==> src/rtl/nhi_xbar_pkg.sv <==
// Shared widths and payloads of the crossbar. Each link is one request and one response
// channel carrying single beats. Address windows are half open, start in and end out
`default_nettype none

package nhi_xbar_pkg;

  localparam int unsigned AddrWidth = 32;
  localparam int unsigned DataWidth = 32;

  typedef logic [AddrWidth-1:0] addr_t;
  typedef logic [DataWidth-1:0] data_t;

  // Request payload, write when we is set
  typedef struct packed {
    addr_t addr;
    logic  we;
    data_t wdata;
  } xbar_req_t;

  // Response payload, err flags a decode error
  typedef struct packed {
    data_t rdata;
    logic  err;
  } xbar_resp_t;

  // Matches start_addr <= addr < end_addr
  typedef struct packed {
    addr_t start_addr;
    addr_t end_addr;
  } addr_rule_t;

  typedef struct packed {
    addr_rule_t hnd;
    addr_rule_t pkt;
    addr_rule_t prog;
    addr_rule_t cluster;
  } addr_map_t;

endpackage

`default_nettype wire
==> src/rtl/nhi_xbar.sv <==
// Four initiators onto four targets, single-beat channels with valid/ready.
// Program memory is reachable from the host only. NIC inbound reaches packet memory only
`timescale 1ns/1ns
`default_nettype none

module nhi_xbar (
  input  logic                     clk_i,
  input  logic                     arst_n_i,
  input  nhi_xbar_pkg::addr_map_t  addr_map_i,
  // Host
  input  logic                     host_req_valid_i,
  input  nhi_xbar_pkg::xbar_req_t  host_req_i,
  output logic                     host_req_ready_o,
  output logic                     host_resp_valid_o,
  output nhi_xbar_pkg::xbar_resp_t host_resp_o,
  input  logic                     host_resp_ready_i,
  // NIC inbound
  input  logic                     ni_req_valid_i,
  input  nhi_xbar_pkg::xbar_req_t  ni_req_i,
  output logic                     ni_req_ready_o,
  output logic                     ni_resp_valid_o,
  output nhi_xbar_pkg::xbar_resp_t ni_resp_o,
  input  logic                     ni_resp_ready_i,
  // NIC outbound
  input  logic                     no_req_valid_i,
  input  nhi_xbar_pkg::xbar_req_t  no_req_i,
  output logic                     no_req_ready_o,
  output logic                     no_resp_valid_o,
  output nhi_xbar_pkg::xbar_resp_t no_resp_o,
  input  logic                     no_resp_ready_i,
  // Off-cluster DMA
  input  logic                     edma_req_valid_i,
  input  nhi_xbar_pkg::xbar_req_t  edma_req_i,
  output logic                     edma_req_ready_o,
  output logic                     edma_resp_valid_o,
  output nhi_xbar_pkg::xbar_resp_t edma_resp_o,
  input  logic                     edma_resp_ready_i,
  // L2 handler memory
  output logic                     hnd_req_valid_o,
  output nhi_xbar_pkg::xbar_req_t  hnd_req_o,
  input  logic                     hnd_req_ready_i,
  input  logic                     hnd_resp_valid_i,
  input  nhi_xbar_pkg::xbar_resp_t hnd_resp_i,
  output logic                     hnd_resp_ready_o,
  // L2 packet memory
  output logic                     pkt_req_valid_o,
  output nhi_xbar_pkg::xbar_req_t  pkt_req_o,
  input  logic                     pkt_req_ready_i,
  input  logic                     pkt_resp_valid_i,
  input  nhi_xbar_pkg::xbar_resp_t pkt_resp_i,
  output logic                     pkt_resp_ready_o,
  // L2 program memory
  output logic                     prog_req_valid_o,
  output nhi_xbar_pkg::xbar_req_t  prog_req_o,
  input  logic                     prog_req_ready_i,
  input  logic                     prog_resp_valid_i,
  input  nhi_xbar_pkg::xbar_resp_t prog_resp_i,
  output logic                     prog_resp_ready_o,
  // Cluster TCDM
  output logic                     cluster_req_valid_o,
  output nhi_xbar_pkg::xbar_req_t  cluster_req_o,
  input  logic                     cluster_req_ready_i,
  input  logic                     cluster_resp_valid_i,
  input  nhi_xbar_pkg::xbar_resp_t cluster_resp_i,
  output logic                     cluster_resp_ready_o
);

  localparam int unsigned HostNumTargets  = 2;
  localparam int unsigned DmaNumTargets   = 3;
  localparam int unsigned HndNumPorts     = 3;
  localparam int unsigned PktNumPorts     = 3;
  localparam int unsigned ClusterNumPorts = 2;

  // Host rules: 0 handler, 1 program
  nhi_xbar_pkg::addr_rule_t [HostNumTargets-1:0] host_rules;
  // NIC outbound and DMA rules: 0 handler, 1 packet, 2 cluster
  nhi_xbar_pkg::addr_rule_t [DmaNumTargets-1:0]  dma_rules;

  assign host_rules = {addr_map_i.prog, addr_map_i.hnd};
  assign dma_rules  = {addr_map_i.cluster, addr_map_i.pkt, addr_map_i.hnd};

  logic [HostNumTargets-1:0]                     host_tgt_req_valid;
  nhi_xbar_pkg::xbar_req_t  [HostNumTargets-1:0] host_tgt_req;
  logic [HostNumTargets-1:0]                     host_tgt_req_ready;
  logic [HostNumTargets-1:0]                     host_tgt_resp_valid;
  nhi_xbar_pkg::xbar_resp_t [HostNumTargets-1:0] host_tgt_resp;
  logic [HostNumTargets-1:0]                     host_tgt_resp_ready;

  logic [DmaNumTargets-1:0]                      no_tgt_req_valid;
  nhi_xbar_pkg::xbar_req_t  [DmaNumTargets-1:0]  no_tgt_req;
  logic [DmaNumTargets-1:0]                      no_tgt_req_ready;
  logic [DmaNumTargets-1:0]                      no_tgt_resp_valid;
  nhi_xbar_pkg::xbar_resp_t [DmaNumTargets-1:0]  no_tgt_resp;
  logic [DmaNumTargets-1:0]                      no_tgt_resp_ready;

  logic [DmaNumTargets-1:0]                      edma_tgt_req_valid;
  nhi_xbar_pkg::xbar_req_t  [DmaNumTargets-1:0]  edma_tgt_req;
  logic [DmaNumTargets-1:0]                      edma_tgt_req_ready;
  logic [DmaNumTargets-1:0]                      edma_tgt_resp_valid;
  nhi_xbar_pkg::xbar_resp_t [DmaNumTargets-1:0]  edma_tgt_resp;
  logic [DmaNumTargets-1:0]                      edma_tgt_resp_ready;

  nhi_demux #(
    .NumTargets (HostNumTargets)
  ) i_demux_host (
    .clk_i,
    .arst_n_i,
    .rules_i          (host_rules),
    .req_valid_i      (host_req_valid_i),
    .req_i            (host_req_i),
    .req_ready_o      (host_req_ready_o),
    .resp_valid_o     (host_resp_valid_o),
    .resp_o           (host_resp_o),
    .resp_ready_i     (host_resp_ready_i),
    .tgt_req_valid_o  (host_tgt_req_valid),
    .tgt_req_o        (host_tgt_req),
    .tgt_req_ready_i  (host_tgt_req_ready),
    .tgt_resp_valid_i (host_tgt_resp_valid),
    .tgt_resp_i       (host_tgt_resp),
    .tgt_resp_ready_o (host_tgt_resp_ready)
  );

  // Program memory has the host as its only initiator
  assign prog_req_valid_o       = host_tgt_req_valid[1];
  assign prog_req_o             = host_tgt_req[1];
  assign host_tgt_req_ready[1]  = prog_req_ready_i;
  assign host_tgt_resp_valid[1] = prog_resp_valid_i;
  assign host_tgt_resp[1]       = prog_resp_i;
  assign prog_resp_ready_o      = host_tgt_resp_ready[1];

  nhi_demux #(
    .NumTargets (DmaNumTargets)
  ) i_demux_no (
    .clk_i,
    .arst_n_i,
    .rules_i          (dma_rules),
    .req_valid_i      (no_req_valid_i),
    .req_i            (no_req_i),
    .req_ready_o      (no_req_ready_o),
    .resp_valid_o     (no_resp_valid_o),
    .resp_o           (no_resp_o),
    .resp_ready_i     (no_resp_ready_i),
    .tgt_req_valid_o  (no_tgt_req_valid),
    .tgt_req_o        (no_tgt_req),
    .tgt_req_ready_i  (no_tgt_req_ready),
    .tgt_resp_valid_i (no_tgt_resp_valid),
    .tgt_resp_i       (no_tgt_resp),
    .tgt_resp_ready_o (no_tgt_resp_ready)
  );

  nhi_demux #(
    .NumTargets (DmaNumTargets)
  ) i_demux_edma (
    .clk_i,
    .arst_n_i,
    .rules_i          (dma_rules),
    .req_valid_i      (edma_req_valid_i),
    .req_i            (edma_req_i),
    .req_ready_o      (edma_req_ready_o),
    .resp_valid_o     (edma_resp_valid_o),
    .resp_o           (edma_resp_o),
    .resp_ready_i     (edma_resp_ready_i),
    .tgt_req_valid_o  (edma_tgt_req_valid),
    .tgt_req_o        (edma_tgt_req),
    .tgt_req_ready_i  (edma_tgt_req_ready),
    .tgt_resp_valid_i (edma_tgt_resp_valid),
    .tgt_resp_i       (edma_tgt_resp),
    .tgt_resp_ready_o (edma_tgt_resp_ready)
  );

  // Handler ports: 0 host, 1 NIC outbound, 2 DMA
  nhi_mux #(
    .NumPorts (HndNumPorts)
  ) i_mux_hnd (
    .clk_i,
    .arst_n_i,
    .req_valid_i      ({edma_tgt_req_valid[0], no_tgt_req_valid[0], host_tgt_req_valid[0]}),
    .req_i            ({edma_tgt_req[0], no_tgt_req[0], host_tgt_req[0]}),
    .req_ready_o      ({edma_tgt_req_ready[0], no_tgt_req_ready[0], host_tgt_req_ready[0]}),
    .resp_valid_o     ({edma_tgt_resp_valid[0], no_tgt_resp_valid[0], host_tgt_resp_valid[0]}),
    .resp_o           ({edma_tgt_resp[0], no_tgt_resp[0], host_tgt_resp[0]}),
    .resp_ready_i     ({edma_tgt_resp_ready[0], no_tgt_resp_ready[0], host_tgt_resp_ready[0]}),
    .tgt_req_valid_o  (hnd_req_valid_o),
    .tgt_req_o        (hnd_req_o),
    .tgt_req_ready_i  (hnd_req_ready_i),
    .tgt_resp_valid_i (hnd_resp_valid_i),
    .tgt_resp_i       (hnd_resp_i),
    .tgt_resp_ready_o (hnd_resp_ready_o)
  );

  // Packet ports: 0 NIC inbound, 1 NIC outbound, 2 DMA
  nhi_mux #(
    .NumPorts (PktNumPorts)
  ) i_mux_pkt (
    .clk_i,
    .arst_n_i,
    .req_valid_i      ({edma_tgt_req_valid[1], no_tgt_req_valid[1], ni_req_valid_i}),
    .req_i            ({edma_tgt_req[1], no_tgt_req[1], ni_req_i}),
    .req_ready_o      ({edma_tgt_req_ready[1], no_tgt_req_ready[1], ni_req_ready_o}),
    .resp_valid_o     ({edma_tgt_resp_valid[1], no_tgt_resp_valid[1], ni_resp_valid_o}),
    .resp_o           ({edma_tgt_resp[1], no_tgt_resp[1], ni_resp_o}),
    .resp_ready_i     ({edma_tgt_resp_ready[1], no_tgt_resp_ready[1], ni_resp_ready_i}),
    .tgt_req_valid_o  (pkt_req_valid_o),
    .tgt_req_o        (pkt_req_o),
    .tgt_req_ready_i  (pkt_req_ready_i),
    .tgt_resp_valid_i (pkt_resp_valid_i),
    .tgt_resp_i       (pkt_resp_i),
    .tgt_resp_ready_o (pkt_resp_ready_o)
  );

  // Cluster ports: 0 NIC outbound, 1 DMA
  nhi_mux #(
    .NumPorts (ClusterNumPorts)
  ) i_mux_cluster (
    .clk_i,
    .arst_n_i,
    .req_valid_i      ({edma_tgt_req_valid[2], no_tgt_req_valid[2]}),
    .req_i            ({edma_tgt_req[2], no_tgt_req[2]}),
    .req_ready_o      ({edma_tgt_req_ready[2], no_tgt_req_ready[2]}),
    .resp_valid_o     ({edma_tgt_resp_valid[2], no_tgt_resp_valid[2]}),
    .resp_o           ({edma_tgt_resp[2], no_tgt_resp[2]}),
    .resp_ready_i     ({edma_tgt_resp_ready[2], no_tgt_resp_ready[2]}),
    .tgt_req_valid_o  (cluster_req_valid_o),
    .tgt_req_o        (cluster_req_o),
    .tgt_req_ready_i  (cluster_req_ready_i),
    .tgt_resp_valid_i (cluster_resp_valid_i),
    .tgt_resp_i       (cluster_resp_i),
    .tgt_resp_ready_o (cluster_resp_ready_o)
  );

endmodule

`default_nettype wire

==> src/rtl/nhi_mux.sv <==
// Round-robin over NumPorts initiators, one transaction in flight on the target.
// The grant holds until the response reaches the granted port
`timescale 1ns/1ns
`default_nettype none

module nhi_mux #(
  parameter int unsigned NumPorts = 2,
  parameter int unsigned IdxWidth = (NumPorts > 1) ? $clog2(NumPorts) : 1
) (
  input  logic                                    clk_i,
  input  logic                                    arst_n_i,
  // Initiator side
  input  logic [NumPorts-1:0]                     req_valid_i,
  input  nhi_xbar_pkg::xbar_req_t  [NumPorts-1:0] req_i,
  output logic [NumPorts-1:0]                     req_ready_o,
  output logic [NumPorts-1:0]                     resp_valid_o,
  output nhi_xbar_pkg::xbar_resp_t [NumPorts-1:0] resp_o,
  input  logic [NumPorts-1:0]                     resp_ready_i,
  // Target side
  output logic                                    tgt_req_valid_o,
  output nhi_xbar_pkg::xbar_req_t                 tgt_req_o,
  input  logic                                    tgt_req_ready_i,
  input  logic                                    tgt_resp_valid_i,
  input  nhi_xbar_pkg::xbar_resp_t                tgt_resp_i,
  output logic                                    tgt_resp_ready_o
);

  logic [IdxWidth-1:0] rr_q;
  logic [IdxWidth-1:0] gnt_q;
  logic                lock_q;
  logic [IdxWidth-1:0] arb_idx;
  logic                arb_valid;
  logic                req_fire;
  logic                resp_fire;

  // First valid port at or after the pointer
  always_comb begin : p_arb
    int unsigned cand;
    arb_idx   = rr_q;
    arb_valid = 1'b0;
    for (int unsigned k = 0; k < NumPorts; k++) begin
      cand = (32'(rr_q) + k) % NumPorts;
      if (!arb_valid && req_valid_i[cand]) begin
        arb_valid = 1'b1;
        arb_idx   = IdxWidth'(cand);
      end
    end
  end

  assign tgt_req_valid_o = ~lock_q & arb_valid;
  assign tgt_req_o       = req_i[arb_idx];

  always_comb begin
    req_ready_o          = '0;
    req_ready_o[arb_idx] = ~lock_q & arb_valid & tgt_req_ready_i;
  end

  // Response only ever shown to the granted port
  always_comb begin
    resp_valid_o        = '0;
    resp_valid_o[gnt_q] = lock_q & tgt_resp_valid_i;
  end

  assign resp_o           = {NumPorts{tgt_resp_i}};
  assign tgt_resp_ready_o = lock_q & resp_ready_i[gnt_q];

  assign req_fire  = tgt_req_valid_o & tgt_req_ready_i;
  assign resp_fire = tgt_resp_valid_i & tgt_resp_ready_o;

  always_ff @(posedge clk_i or negedge arst_n_i) begin
    if (!arst_n_i) begin
      rr_q   <= '0;
      gnt_q  <= '0;
      lock_q <= 1'b0;
    end else if (req_fire) begin
      lock_q <= 1'b1;
      gnt_q  <= arb_idx;
    end else if (resp_fire) begin
      lock_q <= 1'b0;
      // Pointer moves one past the port just served
      rr_q   <= (gnt_q == IdxWidth'(NumPorts - 1)) ? '0 : gnt_q + 1'b1;
    end
  end

endmodule

`default_nettype wire

==> src/rtl/nhi_demux.sv <==
// One transaction in flight. The route is locked from request transfer to response transfer
// A missed address never reaches a target, its error response comes one cycle later
`timescale 1ns/1ns
`default_nettype none

module nhi_demux #(
  parameter int unsigned NumTargets = 2,
  parameter int unsigned IdxWidth   = (NumTargets > 1) ? $clog2(NumTargets) : 1
) (
  input  logic                                      clk_i,
  input  logic                                      arst_n_i,
  input  nhi_xbar_pkg::addr_rule_t [NumTargets-1:0] rules_i,
  // Initiator side
  input  logic                                      req_valid_i,
  input  nhi_xbar_pkg::xbar_req_t                   req_i,
  output logic                                      req_ready_o,
  output logic                                      resp_valid_o,
  output nhi_xbar_pkg::xbar_resp_t                  resp_o,
  input  logic                                      resp_ready_i,
  // Target side
  output logic [NumTargets-1:0]                     tgt_req_valid_o,
  output nhi_xbar_pkg::xbar_req_t  [NumTargets-1:0] tgt_req_o,
  input  logic [NumTargets-1:0]                     tgt_req_ready_i,
  input  logic [NumTargets-1:0]                     tgt_resp_valid_i,
  input  nhi_xbar_pkg::xbar_resp_t [NumTargets-1:0] tgt_resp_i,
  output logic [NumTargets-1:0]                     tgt_resp_ready_o
);

  logic [IdxWidth-1:0] dec_idx;
  logic                dec_miss;
  logic                busy_q;
  logic                err_q;
  logic [IdxWidth-1:0] sel_q;
  logic                idle;
  logic                req_fire;
  logic                resp_fire;

  nhi_addr_decode #(
    .NumRules (NumTargets),
    .IdxWidth (IdxWidth)
  ) i_decode (
    .addr_i  (req_i.addr),
    .rules_i (rules_i),
    .idx_o   (dec_idx),
    .miss_o  (dec_miss)
  );

  assign idle = ~busy_q & ~err_q;

  // Misses are swallowed here, hits see the selected target's ready
  always_comb begin
    tgt_req_valid_o = '0;
    req_ready_o     = 1'b0;
    if (idle) begin
      if (dec_miss) begin
        req_ready_o = 1'b1;
      end else begin
        tgt_req_valid_o[dec_idx] = req_valid_i;
        req_ready_o              = tgt_req_ready_i[dec_idx];
      end
    end
  end

  // Payload goes to all targets, only one sees valid
  assign tgt_req_o = {NumTargets{req_i}};

  always_comb begin
    tgt_resp_ready_o = '0;
    if (err_q) begin
      resp_valid_o = 1'b1;
      resp_o       = '{rdata: '0, err: 1'b1};
    end else begin
      resp_valid_o            = busy_q & tgt_resp_valid_i[sel_q];
      resp_o                  = tgt_resp_i[sel_q];
      tgt_resp_ready_o[sel_q] = busy_q & resp_ready_i;
    end
  end

  assign req_fire  = req_valid_i & req_ready_o;
  assign resp_fire = resp_valid_o & resp_ready_i;

  // req_fire only while idle, resp_fire only while busy or erroring
  always_ff @(posedge clk_i or negedge arst_n_i) begin
    if (!arst_n_i) begin
      busy_q <= 1'b0;
      err_q  <= 1'b0;
      sel_q  <= '0;
    end else if (req_fire) begin
      busy_q <= ~dec_miss;
      err_q  <= dec_miss;
      sel_q  <= dec_idx;
    end else if (resp_fire) begin
      busy_q <= 1'b0;
      err_q  <= 1'b0;
    end
  end

endmodule

`default_nettype wire

==> src/rtl/nhi_addr_decode.sv <==
// Purely combinational. Overlapping windows resolve to the lowest rule index
// idx_o is zero whenever miss_o is set
`timescale 1ns/1ns
`default_nettype none

module nhi_addr_decode #(
  parameter int unsigned NumRules = 2,
  parameter int unsigned IdxWidth = (NumRules > 1) ? $clog2(NumRules) : 1
) (
  input  nhi_xbar_pkg::addr_t                     addr_i,
  input  nhi_xbar_pkg::addr_rule_t [NumRules-1:0] rules_i,
  output logic [IdxWidth-1:0]                     idx_o,
  output logic                                    miss_o
);

  logic [NumRules-1:0] match;

  // One comparator pair per window
  for (genvar r = 0; r < NumRules; r++) begin : g_match
    assign match[r] = (addr_i >= rules_i[r].start_addr) &&
                      (addr_i < rules_i[r].end_addr);
  end

  // Scan downwards so the lowest hit is the last assignment
  always_comb begin
    idx_o = '0;
    for (int i = NumRules - 1; i >= 0; i--) begin
      if (match[i]) begin
        idx_o = IdxWidth'(i);
      end
    end
  end

  assign miss_o = ~|match;

endmodule

`default_nettype wire

==> config.mk <==
export PLATFORM = sky130hd
export DESIGN_NAME = nhi_xbar
export DESIGN_NICKNAME = d
export VERILOG_FILES = /design/src/rtl/nhi_xbar_pkg.sv /design/src/rtl/nhi_xbar.sv /design/src/rtl/nhi_mux.sv /design/src/rtl/nhi_demux.sv /design/src/rtl/nhi_addr_decode.sv
export SDC_FILE = /design/constraint.sdc
export NUM_CORES = 1
export LEC_CHECK = 0
export BUFFER_PORTS_ARGS = -buffer_cell sky130_fd_sc_hd__buf_2
export CORE_AREA = 2 2 416 418
export DETAILED_ROUTE_END_ITERATION = 8
export DIE_AREA = 0 0 418 420
export GPL_TIMING_DRIVEN = 0
export PLACE_DENSITY = 0.41
export SETUP_SLACK_MARGIN = 0.15
export SLEW_MARGIN = 20
export SYNTH_ARGS = -nofsm -noshare
export SYNTH_HDL_FRONTEND = slang
export SYNTH_SLANG_ARGS = --single-unit
==> constraint.sdc <==
create_clock -name clk_i -period 7.2 [get_ports clk_i]
set_input_delay 0.72 -clock clk_i [delete_from_list [all_inputs] [get_ports clk_i]]
set_output_delay 0.72 -clock clk_i [all_outputs]
set_load 0.01 [all_outputs]
* Word-level counts from Yosys, hierarchy flattened
Index checks and enable logic that the tools add are counted.
** Word-level totals
- Register bits :: 24
- Latch bits :: 0
- RAM bits :: 0
- ROM bits :: 0
- Input bits :: 666
- Output and inout port bits :: 408
- Logic and storage cells :: 313
- Memories kept :: 0
** Operators by class
- Add/subtract/negate cells :: 8
- $mul :: 0
- Divide/modulo/power cells :: 6
- $lt $le $gt $ge :: 48
- Equality and inequality tests :: 2
- Shift-type cells :: 0
- Mux-type cells :: 132
- Bitwise logic cells :: 54
- Reduce and logical (&&, ||, !) cells :: 45
** Operators with widths (number)
- binary-select mux 65 bit (select 2 bit) :: 2
- two-way mux 65 bit :: 4
- greater-or-equal comparator 32 bit :: 8
- < comparator 32 bit :: 8
- two-way mux 33 bit :: 7
- < comparator 32 x 3 -> 1 bit (second input constant) :: 6
- binary-select mux 33 bit (select 2 bit) :: 2
- modulo 32 x 2 -> 32 bit (second input constant) :: 4
- two-way mux 1 bit :: 70
- modulo 2 x 2 -> 32 bit (second input constant) :: 2
- two-way mux 2 bit :: 17
- AND 1 bit :: 30
- logical AND 1 bit :: 25
- AND 3 bit :: 8
- binary-select mux 1 bit (select 2 bit) :: 12
- < comparator 2 x 3 -> 1 bit (second input constant) :: 8
- two-way mux 3 bit :: 6
- demux 1 bit (select 2 bit) :: 8
- greater-or-equal comparator 2 x 1 -> 1 bit (second input constant) :: 8
- < comparator 1 x 2 -> 1 bit (second input constant) :: 6
- inverter 1 bit :: 12
- nonzero test 2 bit :: 6
- AND 2 bit :: 4
- logical NOT 1 bit :: 8
- 10 further kinds :: 24

* Depth between registers and ports, before layout
Gate-level depths: netlist of run 1.
- Word-level depth :: 32
- Gate-level depth with buffers :: 17
- Gate-level depth less buffers :: 13

* Cells and area by module
From an unflattened synthesis of run 1, not the netlist that was laid out.
** Second synthesis, totals
- Cells, all modules :: 3668
- Area total of the unflattened synthesis :: 27385.0 um^2
** By module, submodules not included
- nhi_addr_decode at i_demux_edma.i_decode ... :: instances 2, cells an instance 667, area each 4748.3 um^2
- nhi_demux at i_demux_edma ... :: instances 2, cells an instance 389, area each 2645.0 um^2
- nhi_mux at i_mux_pkt :: instances 1, cells an instance 405, area each 3301.9 um^2
- nhi_addr_decode at i_demux_host.i_decode :: instances 1, cells an instance 437, area each 3164.3 um^2
- nhi_mux at i_mux_hnd :: instances 1, cells an instance 321, area each 2752.6 um^2
- nhi_demux at i_demux_host :: instances 1, cells an instance 230, area each 1691.6 um^2
- nhi_mux at i_mux_cluster :: instances 1, cells an instance 163, area each 1687.9 um^2

* Worst setup path before layout of run 1
OpenSTA, ideal clock, no wires.
- Path kind :: in2out
- From :: in addr_map_i[194] (netlist bit)
- To :: out no_req_ready_o
- Arrival time :: 3.993 ns
- Required time :: 6.480 ns
- Setup slack :: 2.487 ns
- Stages on the path :: 13
- Buffers on the path :: 0
- Cells stage by stage :: inv_1 -> ha_1 -> a211o_1 -> a31oi_1 -> o311a_1 -> o311ai_1 -> o21a_1 -> nor4_1 -> o22ai_1 -> a221oi_2 -> and2_1 -> a21oi_1 -> a2111oi_0
** On the way
- Elaborated cells between the ends (all ways) :: 105
- Those cells by class :: 15 x order compare; 56 x mux; 12 x bitwise; 22 x reduce/logical
** RTL lines
- start: declaration :: line nhi_xbar.sv:9 : input nhi_xbar_pkg::addr_map_t addr_map_i,
- < comparator 32 bit :: line nhi_addr_decode.sv:21 : (addr_i < rules_i[r].end_addr);
- logical AND 1 bit :: line nhi_addr_decode.sv:20 : assign match[r] = (addr_i >= rules_i[r].start_addr) &&
- two-way mux 2 bit or two-way mux 1 bit (tied branches) :: line nhi_addr_decode.sv:28 : if (match[i]) begin
- < comparator 2 x 3 -> 1 bit (implied by the code) (tied with other cells) :: line nhi_demux.sv:58 : tgt_req_valid_o[dec_idx] = req_valid_i;
- logical AND 1 bit (implied by the code) :: line nhi_demux.sv:58
- two-way mux 1 bit (implied by the code) :: line nhi_demux.sv:58
- demux 1 bit (select 2 bit) or demux 1 bit (select 1 bit) (tied branches)
- AND 3 bit (no source line) or AND 2 bit (tied branches)
- (+11 left out)
- AND 1 bit (*)
- via hnd_req_valid_o :: line nhi_xbar.sv:39 : output logic hnd_req_valid_o,
- AND 1 bit (*) :: line nhi_mux.sv:55 : req_ready_o[arb_idx] = ~lock_q & arb_valid & tgt_req_ready_i;
- AND 3 bit (no source line) (*)
- binary-select mux 1 bit (select 2 bit) (*) :: line nhi_demux.sv:59 : req_ready_o = tgt_req_ready_i[dec_idx];
- two-way mux 1 bit (implied by the code) (*) :: line nhi_demux.sv:59
- two-way mux 1 bit (*) :: line nhi_demux.sv:55 : if (dec_miss) begin
- two-way mux 1 bit (*) :: line nhi_demux.sv:54 : if (idle) begin
- end: declaration :: line nhi_xbar.sv:27 : output logic no_req_ready_o,
Mark *: on every way through the listed nets, which the timed path passes. The rest lies on a longest branch. The select of a mux whose other input is x is not followed.

==> impl_metrics.env, run 1 <==
export IMPL_ant_nets=0
export IMPL_hold_viol=0
export IMPL_whs_ns=0.457
export IMPL_worstPathArrival_ns=6.05
export IMPL_fin_nets=4875
export IMPL_syn2layout_area_growth_pct=42.2
export IMPL_yosys_area_top_type_share_pct=31.5
export IMPL_layout_min_cycle_time_ns=6.77
export IMPL_leakagePower_nw=15.1
export IMPL_worstSetupPathType="in2out"
export IMPL_cts_root_buf="clkbuf_16"
export IMPL_ys_top_cells_by_area="ha_1, mux2i_1, o2bb2ai_1, inv_1, a21oi_1"
export IMPL_synth_ff_type="dfrtp_1"
export IMPL_finalCritPeriodShare_pct=94.0
export IMPL_synth_area_mm2=0.0202
export IMPL_cp_slowest_cell="or4_1"
export IMPL_clk_pin_slew_worst_paths_ns=0.06
export IMPL_endpoint_kind="primary output"
export IMPL_track_usage_pct=17.8
export IMPL_setup_viol=0
export IMPL_path_cells="buf_2, ha_1, nand4_1, nor4_1, nand4_1, a21oi_1, a21oi_1, or4_1, a211o_1, and3_1, nor2_2, and2_1, clkbuf_4, buf_2, o2bb2ai_1, buf_2"
export IMPL_layout_drive_gt1_share_pct=35.5
export IMPL_grt_pass1_vias=24400
export IMPL_grt_pass1_wl_um=216000
export IMPL_clockBufferDepth=2
export IMPL_rows=152
export IMPL_power_density_mw_per_mm2=259
export IMPL_multi_input_area_mm2=0.0174
export IMPL_ys_warn_count=0
export IMPL_dp_cells=5927
export IMPL_ios=1074
export IMPL_cts_tree="yes"
export IMPL_maxSlewViolCount=0
export IMPL_start_kind="input port"
export IMPL_final_cells=5958
export IMPL_gp_congestion=0.944
export IMPL_grt_overflow=0
export IMPL_grt_max_degree=25
export IMPL_clock_sinks=24
export IMPL_dr_pass1_iters=5
export IMPL_cap_violations=0
export IMPL_drc=0
export IMPL_dieWidth_um=418
export IMPL_synth_avg_cell_area_um2=7.72
export IMPL_slew_headroom_pct=23.8
export IMPL_crit_fanout=10
export IMPL_yosysMostFrequentCell="ha_1"
export IMPL_async_flop_share_pct=100
export IMPL_vias=25400
export IMPL_synth_nets=3790
export IMPL_die_h_um=420
export IMPL_numPortBuffers=1073
export IMPL_outcome="finished, final reports clean"
export IMPL_yosys_top_cells_count="ha_1, inv_1, nor2_1"
export IMPL_wl_um=166000
export IMPL_hp_class="in2async"
export IMPL_wl_per_cell_um=27.9
export IMPL_core_mm2=0.171
export IMPL_dpl_hpwl_um=148000
export IMPL_final_seq_area_um2=601
export IMPL_yosys_area_top_type="ha_1"
export IMPL_yosys_cell_types_count=92
export IMPL_insertion_delay_ns=0.26
export IMPL_avgViaCountPerCell=4.26
export IMPL_worst_slew_pin_transition_ns=1.13
export IMPL_htreeDepth=1
export IMPL_fill_cells=19700
export IMPL_worstPathRequired_ns=6.48
export IMPL_start_util_pct=11.8
export IMPL_tns_ns=0
export IMPL_fmax_ghz=0.148
export IMPL_drt_iter0_markers=1776
export IMPL_synthCells=2616
export IMPL_ys_ff_latch=24
export IMPL_ir_worst_vdd_mv=0.140
export IMPL_rsz0062_at_grt="yes"
export IMPL_fin_worst_skew_ns=0.00184
export IMPL_yosysSeqAreaShare_pct=2.97
export IMPL_grt_antenna_before_repair=65
export IMPL_die_area_mm2=0.176
export IMPL_synth_edf_count=0
export IMPL_crit_path_frequent_cell="buf_2"
export IMPL_numCtsBuffers=3
export IMPL_max_stage_delay_ns=0.66
-- final timing paths --
| kind | from | to | slack (ns) | depth (start not counted) |
|---|---|---|---|---|
| worst max-delay path | host_req_i[62] | hnd_req_o[63] | 0.43 | 16 |
| worst min-delay path | arst_n_i | i_mux_cluster.lock_q$_DFFE_PN0P_ | 0.46 | 1 |
| worst max register to register | i_demux_edma.err_q$_DFFE_PN0P_ | i_demux_no.sel_q[0]$_DFFE_PN0P_ | 2.82 | 13 |
| worst min register to register | i_mux_hnd.rr_q[1]$_DFFE_PN0P_ | i_mux_hnd.rr_q[1]$_DFFE_PN0P_ | 0.53 | 2 |
| max in group asynchronous | arst_n_i | i_mux_hnd.rr_q[0]$_DFFE_PN0P_ | 6.35 | 1 |
| min in group clk_i | i_mux_hnd.rr_q[1]$_DFFE_PN0P_ | i_mux_hnd.rr_q[1]$_DFFE_PN0P_ | 0.53 | 2 |
-- flip-flops by register name (all words and copies together) (netlist names) --
signal                count
i_demux_edma.busy_q       1
i_demux_edma.err_q        1
i_demux_edma.sel_q        2
i_demux_host.busy_q       1
i_demux_host.err_q        1
i_demux_host.sel_q        1
i_demux_no.busy_q         1
i_demux_no.err_q          1
i_demux_no.sel_q          2
i_mux_cluster.gnt_q       1
i_mux_cluster.lock_q      1
i_mux_cluster.rr_q        1
i_mux_hnd.gnt_q           2
i_mux_hnd.lock_q          1
i_mux_hnd.rr_q            2
i_mux_pkt.gnt_q           2
i_mux_pkt.lock_q          1
i_mux_pkt.rr_q            2
-- what timing repair did --
| action | 4_1_cts | 5_1_grt |
|---|---|---|
| setup endpoints to repair | 196 | 64 |
| endpoints found under the hold margin | 0 | 0 |
| setup buffers | 2 | 0 |
| resized for setup | 7 | 6 |
| pin swaps | 1 | 0 |
| hold buffers | 0 | 0 |
-- layer usage --
| metal | track usage [%] | share of wire, % | up-vias |
|---|---|---|---|
| li1 | - | - | 11900 |
| met1 | 21.5 | 40 | 12300 |
| met2 | 30.8 | 48 | 1013 |
| met3 | 5.93 | 9.2 | 157 |
| met4 | 3.26 | 2.0 | 40 |
| met5 | 0 | 0.15 | - |
-- power breakdown --
| part | leakage [nW] | internal, mW | total, mW | switching (mW) |
|---|---|---|---|---|
| Clock | 0.0371 | 0.0736 | 0.123 | 0.0498 |
| Sequential | 0.307 | 0.189 | 0.252 | 0.0627 |
| Combinational | 14.8 | 2.37 | 7.07 | 4.70 |
| Total | 15.1 | 2.63 | 7.45 | 4.82 |
-- cell usage in the layout, fill, tap and decap left out, types with 19 or more instances in the layout --
cell	Yosys	final
buf_4	104	107
nand2_1	121	121
dfrtp_1	24	24
inv_1	277	277
buf_2	18	1090
nor2b_1	25	25
a31oi_1	44	43
mux2_2	42	42
nand4_1	72	72
ha_1	508	508
nand3_1	29	29
mux2i_1	230	230
nor2_1	241	240
mux2_1	22	22
clkbuf_1	48	47
buf_6	17	19
a211oi_1	29	28
a21oi_1	197	196
diode_2	0	26
o21ai_0	92	91
a21o_1	80	80
o2bb2ai_1	120	120
-- critical path: cells and delay by family --
kind | cells | cell delay [ns]
adders and majority gates | 1 | 0.34
buffers and inverters | 4 | 1.20
and+or+nand+nor | 7 | 2.35
AOI/OAI and AO/OA | 4 | 1.37
-- final cells by class --
| class | count | share of cell area (%) |
|---|---|---|
| Sequential cell | 24 | 2.09 |
| Inverter | 278 | 3.63 |
| Timing Repair Buffer | 1080 | 19.0 |
| Antenna cell | 26 | 0.227 |
| Clock buffer | 3 | 0.261 |
| Tap cell | 2233 | 9.73 |
| Buffer | 197 | 4.49 |
| Multi-Input combinational cell | 2117 | 60.6 |
-- stage by stage --
step | setup slack (ns) | util (%) | power (mW) | area (um^2)
global placement | -1.99 | 16.6 | 7.31 | 28400
CTS | 0.0105 | 16.7 | 7.52 | 28600
detailed placement | -0.673 | 16.7 | 7.37 | 28500
global route | 0.0872 | 16.8 | 7.97 | 28700
finish | 0.429 | 16.8 | 7.45 | 28700
floorplan | 2.49 | - | 3.77 | 20200
-- kinds of logic after synthesis --
kind of cell	share of synthesized area, %
AOI/OAI and AO/OA	24.8
and+or+nand+nor	14.2
adders and majority gates	31.6
buffers and inverters	11.5
muxes	15.0
DFF	2.97
Note: power is estimated with default switching activity, not from simulation.
==> inputs of run 2 (changes only) <==
--- a/config.mk
+++ b/config.mk
@@ -10,7 +10,6 @@
 export DETAILED_ROUTE_END_ITERATION = 8
 export DIE_AREA = 0 0 418 420
 export GPL_TIMING_DRIVEN = 0
-export PLACE_DENSITY = 0.41
 export SETUP_SLACK_MARGIN = 0.15
 export SLEW_MARGIN = 20
 export SYNTH_ARGS = -nofsm -noshare
==> run 2 against run 1 <==
Via count rose by 4.2%. Count of clock-buffer cells in the layout rose by 1. Largest power group unchanged. Fmax fell by 3.1%.
==> impl_metrics.env, run 2 (synthesized netlist as in run 1, its figures left out) <==
export IMPL_outcome="finished, final reports clean"
export IMPL_cts_root_buf="clkbuf_16"
export IMPL_final_cell_mix="buf_2, ha_1, inv_1, nor2_1, mux2i_1"
export IMPL_rsz0062_at_grt="no"
export IMPL_numPortBuffers=1073
export IMPL_start_kind="input port"
export IMPL_finalCritPeriodShare_pct=97.0
export IMPL_r2r_cells=13
export IMPL_clk_pin_slew_worst_paths_ns=0.07
export IMPL_path_cells="buf_2, ha_1, nand4_1, nor4_2, o21ai_0, a21oi_1, a211oi_2, o21bai_2, nor4_4, and2_1, maj3_2, buf_4, buf_6, mux2_1, buf_2"
export IMPL_wl_um=184000
export IMPL_die_h_um=420
export IMPL_worst_slack_ns=0.213
export IMPL_critPathBufInv=4
export IMPL_wl_met2_um=84900
export IMPL_ir_worst_vdd_mv=0.156
export IMPL_ios=1074
export IMPL_track_usage_pct=19.8
export IMPL_avgViaCountPerCell=4.42
export IMPL_insertion_delay_ns=0.26
export IMPL_cts_hold_fix_buffers=0
export IMPL_hp_class="in2async"
export IMPL_dr_pass1_iters=5
export IMPL_start_util_pct=11.8
export IMPL_layout_min_cycle_time_ns=6.99
export IMPL_crit_path_frequent_cell="buf_2"
export IMPL_grt_overflow=0
export IMPL_gp_congestion=0.973
export IMPL_clock_sinks=24
export IMPL_rr_endpoint="i_demux_no.sel_q[0]$_DFFE_PN0P_"
export IMPL_r2r_start="i_demux_edma.err_q$_DFFE_PN0P_"
export IMPL_power_density_mw_per_mm2=273
export IMPL_top_layer_used="met5"
export IMPL_rrSetupSlack_ns=2.79
export IMPL_worst_slew_pin_transition_ns=1.20
export IMPL_layout_drive_gt1_share_pct=35.6
export IMPL_fmax_ghz=0.143
export IMPL_wl_per_cell_um=30.7
export IMPL_dr_wl_met3_um=18300
export IMPL_grt_max_degree=25
export IMPL_cp_top_family="simple AND/OR/NAND/NOR gates"
export IMPL_maxSlewViolCount=0
export IMPL_switching_power_mw=5.22
export IMPL_worstPathArrival_ns=6.27
export IMPL_htreeDepth=1
export IMPL_cp_slowest_cell="nor4_4"
export IMPL_hold_viol=0
export IMPL_slew_headroom_pct=20.0
export IMPL_drc=0
export IMPL_worstSetupPathType="in2out"
export IMPL_fin_nets=4877
export IMPL_p_int_mw=2.64
export IMPL_dpl_hpwl_um=165000
export IMPL_p_sw_share_pct=66.4
export IMPL_p_seq_share_pct=3.2
export IMPL_fill_cells=19700
export IMPL_p_total_mw=7.86
export IMPL_crit_fanout=10
export IMPL_rows=152
export IMPL_grt_antenna_before_repair=82
export IMPL_fin_worst_skew_ns=0.00580
export IMPL_endpoint_kind="primary output"
export IMPL_cts_tree="yes"
export IMPL_cap_violations=0
export IMPL_setup_viol=0
export IMPL_max_stage_delay_ns=0.70
export IMPL_clockBufferDepth=2
export IMPL_drt_iter0_markers=2230
export IMPL_ant_nets=0
export IMPL_vias=26400
export IMPL_met1_length_um=71400
export IMPL_die_area_mm2=0.176
export IMPL_core_mm2=0.171
export IMPL_final_common_cell="buf_2"
export IMPL_place_ws_ns=-0.434
export IMPL_dieWidth_um=418
export IMPL_numCtsBuffers=3
export IMPL_syn2layout_area_growth_pct=42.5
export IMPL_p_comb_share_pct=95.1
export IMPL_grt_pass1_wl_um=234000
export IMPL_p_clk_share_pct=1.7
export IMPL_leakagePower_nw=15.2
export IMPL_worstPathRequired_ns=6.48
export IMPL_grt_pass1_vias=24900
-- run 2: area by class of cell --
| class | instances | area (um^2) | area share, % |
|---|---|---|---|
| Antenna cell | 41 | 103 | 0.357 |
| Clock buffer | 4 | 88.8 | 0.309 |
| Buffer | 197 | 1290 | 4.49 |
| Tap cell | 2233 | 2790 | 9.71 |
| Inverter | 278 | 1040 | 3.63 |
| Multi-Input combinational cell | 2117 | 17400 | 60.5 |
| Sequential cell | 24 | 601 | 2.09 |
| Timing Repair Buffer | 1082 | 5460 | 19.0 |
-- run 2: layer usage --
metal,up-vias,track usage (%)
met4,38,9.03
met1,12900,22.9
met2,1371,32.2
li1,11900,-
met3,261,7.37
met5,-,0
-- run 2: worst max-delay path by stage --
stage                   endpoint  slack [ns]       startpoint  depth (start not counted)
6_report       cluster_req_o[35]        0.21   edma_req_i[63]                         15
5_1_grt        cluster_req_o[60]        0.16   edma_req_i[63]                         15
4_1_cts            pkt_req_o[39]        0.19     no_req_i[33]                         18
3_5_place_dp       pkt_req_o[39]       -0.43     no_req_i[33]                         18
3_3_place_gp       hnd_req_o[38]       -1.83     no_req_i[33]                         16
2_1_floorplan     no_req_ready_o        2.49  addr_map_i[194]                         13
-- run 2: power groups by stage --
| stage | combinational [mW] | sequential [mW] | clock (mW) |
|---|---|---|---|
| 2_1_floorplan | 3.54 | 0.230 | 0 |
| 4_1_cts | 7.52 | 0.248 | 0.138 |
| 5_1_grt | 7.94 | 0.259 | 0.142 |
| 6_report | 7.47 | 0.250 | 0.136 |
| 3_5_place_dp | 7.48 | 0.250 | 0 |
| 3_3_place_gp | 7.41 | 0.247 | 0 |
-- run 2: what timing repair did --
action / CTS / global route
resized for setup: 10 / 5
pin swaps: 1 / 0
buffers inserted: 1 / 0
setup endpoints to repair: 174 / 38
-- run 2: through the flow --
| step | area, um^2 | hold slack [ns] | std cells | TNS (ns) | utilization [%] |
|---|---|---|---|---|---|
| 6_report | 28800 | 0.458 | 5976 | 0 | 16.8 |
| 5_1_grt | 28700 | 0.498 | 5963 | 0 | 16.8 |
| 4_1_cts | 28600 | 0.482 | 5935 | 0 | 16.7 |
| 3_5_place_dp | 28500 | 0.536 | 5930 | -38.99 | 16.7 |
| 3_3_place_gp | 28400 | 0.500 | 5922 | -160.89 | 16.6 |
| 2_1_floorplan | 20200 | 0.424 | 2616 | 0 | - |
==> inputs of run 3 (changes only) <==
--- a/config.mk
+++ b/config.mk
@@ -6,9 +6,9 @@
 export NUM_CORES = 1
 export LEC_CHECK = 0
 export BUFFER_PORTS_ARGS = -buffer_cell sky130_fd_sc_hd__buf_2
-export CORE_AREA = 2 2 416 418
+export CORE_AREA = 2 2 419 421
 export DETAILED_ROUTE_END_ITERATION = 8
-export DIE_AREA = 0 0 418 420
+export DIE_AREA = 0 0 421 423
 export GPL_TIMING_DRIVEN = 0
 export SETUP_SLACK_MARGIN = 0.15
 export SLEW_MARGIN = 20
==> constraint.sdc (replaced) <==
create_clock -name clk_i -period 6.3 [get_ports clk_i]
set_input_delay 0.63 -clock clk_i [delete_from_list [all_inputs] [get_ports clk_i]]
set_output_delay 0.63 -clock clk_i [all_outputs]
set_load 0.01 [all_outputs]
==> run 3 against run 2 <==
Clock power hardly changed. Worst setup slack got worse by 0.051 ns. Non-clock buffer count up 3. Global-route usage decreased by 0.22 points. Combinational power up 17%. Final cell count up 1.6%. First-iteration DRC count rose by 2.2%. Highest routed layer unchanged.
==> impl_metrics.env, run 3 (synthesized netlist as in run 1, its figures left out) <==
export IMPL_wl_um=184000
export IMPL_maxSlewViolCount=0
export IMPL_layout_drive_gt1_share_pct=36.6
export IMPL_syn2layout_area_growth_pct=44.9
export IMPL_layout_min_cycle_time_ns=6.14
export IMPL_rows=153
export IMPL_wl_per_cell_um=30.3
export IMPL_met3_usage_pct=6.66
export IMPL_vias=26500
export IMPL_power_density_mw_per_mm2=312
export IMPL_p_seq_share_pct=3.2
export IMPL_worst_slew_pin_transition_ns=1.17
export IMPL_worstSetupPathType="in2out"
export IMPL_p_clk_share_pct=1.5
export IMPL_htreeDepth=1
export IMPL_insertion_delay_ns=0.26
export IMPL_met2_usage_pct=32.4
export IMPL_endpoint_kind="primary output"
export IMPL_final_common_cell="buf_2"
export IMPL_cp_slowest_cell="o41ai_4"
export IMPL_clock_sinks=24
export IMPL_p_int_mw=3.10
export IMPL_dp_cells=6019
export IMPL_setup_viol=0
export IMPL_avgViaCountPerCell=4.36
export IMPL_die_area_mm2=0.178
export IMPL_finalCritPeriodShare_pct=97.4
export IMPL_final_cells=6071
export IMPL_start_kind="input port"
export IMPL_dpl_hpwl_um=165000
export IMPL_track_usage_pct=19.5
export IMPL_gr_max_usage_layer="met2"
export IMPL_crit_path_frequent_cell="buf_2"
export IMPL_die_h_um=423
export IMPL_p_sw_share_pct=66.0
export IMPL_fin_util_pct=16.9
export IMPL_cts_hold_fix_buffers=0
export IMPL_numPortBuffers=1073
export IMPL_rsz0062_at_grt="yes"
export IMPL_place_area_mm2=0.0286
export IMPL_leakagePower_nw=15.3
export IMPL_ant_nets=0
export IMPL_p_comb_share_pct=95.3
export IMPL_ir_worst_vdd_mv=0.272
export IMPL_cap_violations=0
export IMPL_crit_fanout=10
export IMPL_grt_overflow=0
export IMPL_clockBufferDepth=2
export IMPL_switching_power_mw=6.04
export IMPL_fmax_ghz=0.163
export IMPL_cts_root_buf="clkbuf_16"
export IMPL_clk_pin_slew_worst_paths_ns=0.06
export IMPL_grt_use_met1_pct=22.6
export IMPL_hp_class="in2async"
export IMPL_hold_viol=0
export IMPL_ios=1074
export IMPL_slew_headroom_pct=22.3
export IMPL_numCtsBuffers=3
export IMPL_fin_worst_skew_ns=0.00227
export IMPL_drt_iter0_markers=2278
export IMPL_outcome="finished, final reports clean"
export IMPL_core_mm2=0.173
export IMPL_cts_tree="yes"
export IMPL_grt_pass1_vias=25500
export IMPL_worstPathArrival_ns=5.51
export IMPL_final_cell_mix="buf_2, ha_1, inv_1, nor2_1, mux2i_1"
export IMPL_worstPathRequired_ns=5.67
export IMPL_grt_max_degree=25
export IMPL_max_stage_delay_ns=0.51
export IMPL_gp_congestion=0.961
export IMPL_dieWidth_um=421
export IMPL_fin_nets=4880
export IMPL_dr_pass1_iters=5
export IMPL_fin_area_mm2=0.0293
export IMPL_drc=0
export IMPL_start_util_pct=11.7
export IMPL_path_cells="buf_2, inv_1, ha_1, nor2b_1, o21ai_2, a21oi_1, o41ai_4, a21oi_1, or3_1, buf_2, o31ai_1, o22ai_1, a32o_1, buf_6, buf_6, buf_4, mux2i_1, o2bb2ai_1, buf_2"
export IMPL_grt_pass1_wl_um=237000
export IMPL_grt_antenna_before_repair=86
## run 3: repair_timing
action,CTS,global route
gates resized for setup,67,14
pin swaps,6,2
hold endpoints to repair,0,0
buffers inserted,6,1
endpoints found under the setup margin,199,73
## run 3: power groups by stage
stage	clock network, mW	logic [mW]	registers [mW]
4_1_cts	0.139	8.77	0.285
3_5_place_dp	0	8.60	0.288
2_1_floorplan	0	4.05	0.263
6_report	0.139	8.71	0.288
3_3_place_gp	0	8.50	0.284
5_1_grt	0.147	9.21	0.298
## run 3: per-layer routing
metal	share of wire, %	vias to the layer above
met5	0.11	-
met4	5.1	30
met3	10	259
met2	46	1360
met1	38	12900
li1	-	11900
## run 3: area by class of cell
type                    instances  area [um^2]
well taps                    2325         2910
multi-input cells            2117        17700
flip-flops and latches         24          601
diodes                         42          105
clock buffers                   3         75.1
plain buffers                 197         1330
repair buffers               1085         5510
inverters                     278         1040
fillers                     20000       144000
## run 3: stage by stage
stage | hold slack [ns] | TNS [ns] | setup slack [ns] | power (mW)
final | 0.370 | 0 | 0.162 | 9.14
after global routing | 0.414 | 0 | 0.121 | 9.66
after CTS | 0.387 | 0 | 0.109 | 9.20
after detailed placement | 0.512 | -174.92 | -1.30 | 8.88
after global placement | 0.505 | -386.91 | -3.13 | 8.78
after floorplan | 0.334 | 0 | 1.77 | 4.31
## run 3: path summary, 6_finish.rpt
check                      slack (ns)  cells after the start                      startpoint                               to
min in group clk_i               0.54                      2   i_mux_hnd.rr_q[1]$_DFFE_PN0P_    i_mux_hnd.rr_q[1]$_DFFE_PN0P_
max                              0.16                     19                    no_req_i[33]                    pkt_req_o[39]
max in group asynchronous        5.54                      1                        arst_n_i    i_mux_pkt.rr_q[0]$_DFFE_PN0P_
max reg2reg                      1.79                     13  i_demux_edma.err_q$_DFFE_PN0P_  i_demux_no.sel_q[0]$_DFFE_PN0P_
min reg2reg                      0.54                      2   i_mux_hnd.rr_q[1]$_DFFE_PN0P_    i_mux_hnd.rr_q[1]$_DFFE_PN0P_
min                              0.37                      1                        arst_n_i   i_mux_cluster.rr_q$_DFFE_PN0P_
## run 3: worst max-delay path: cells and delay by family
family,cells,cell delay [ns]
buf+inv,7,1.49
compound gates,8,2.14
simple gates,2,0.47
mux,1,0.40
fa+ha+maj,1,0.31
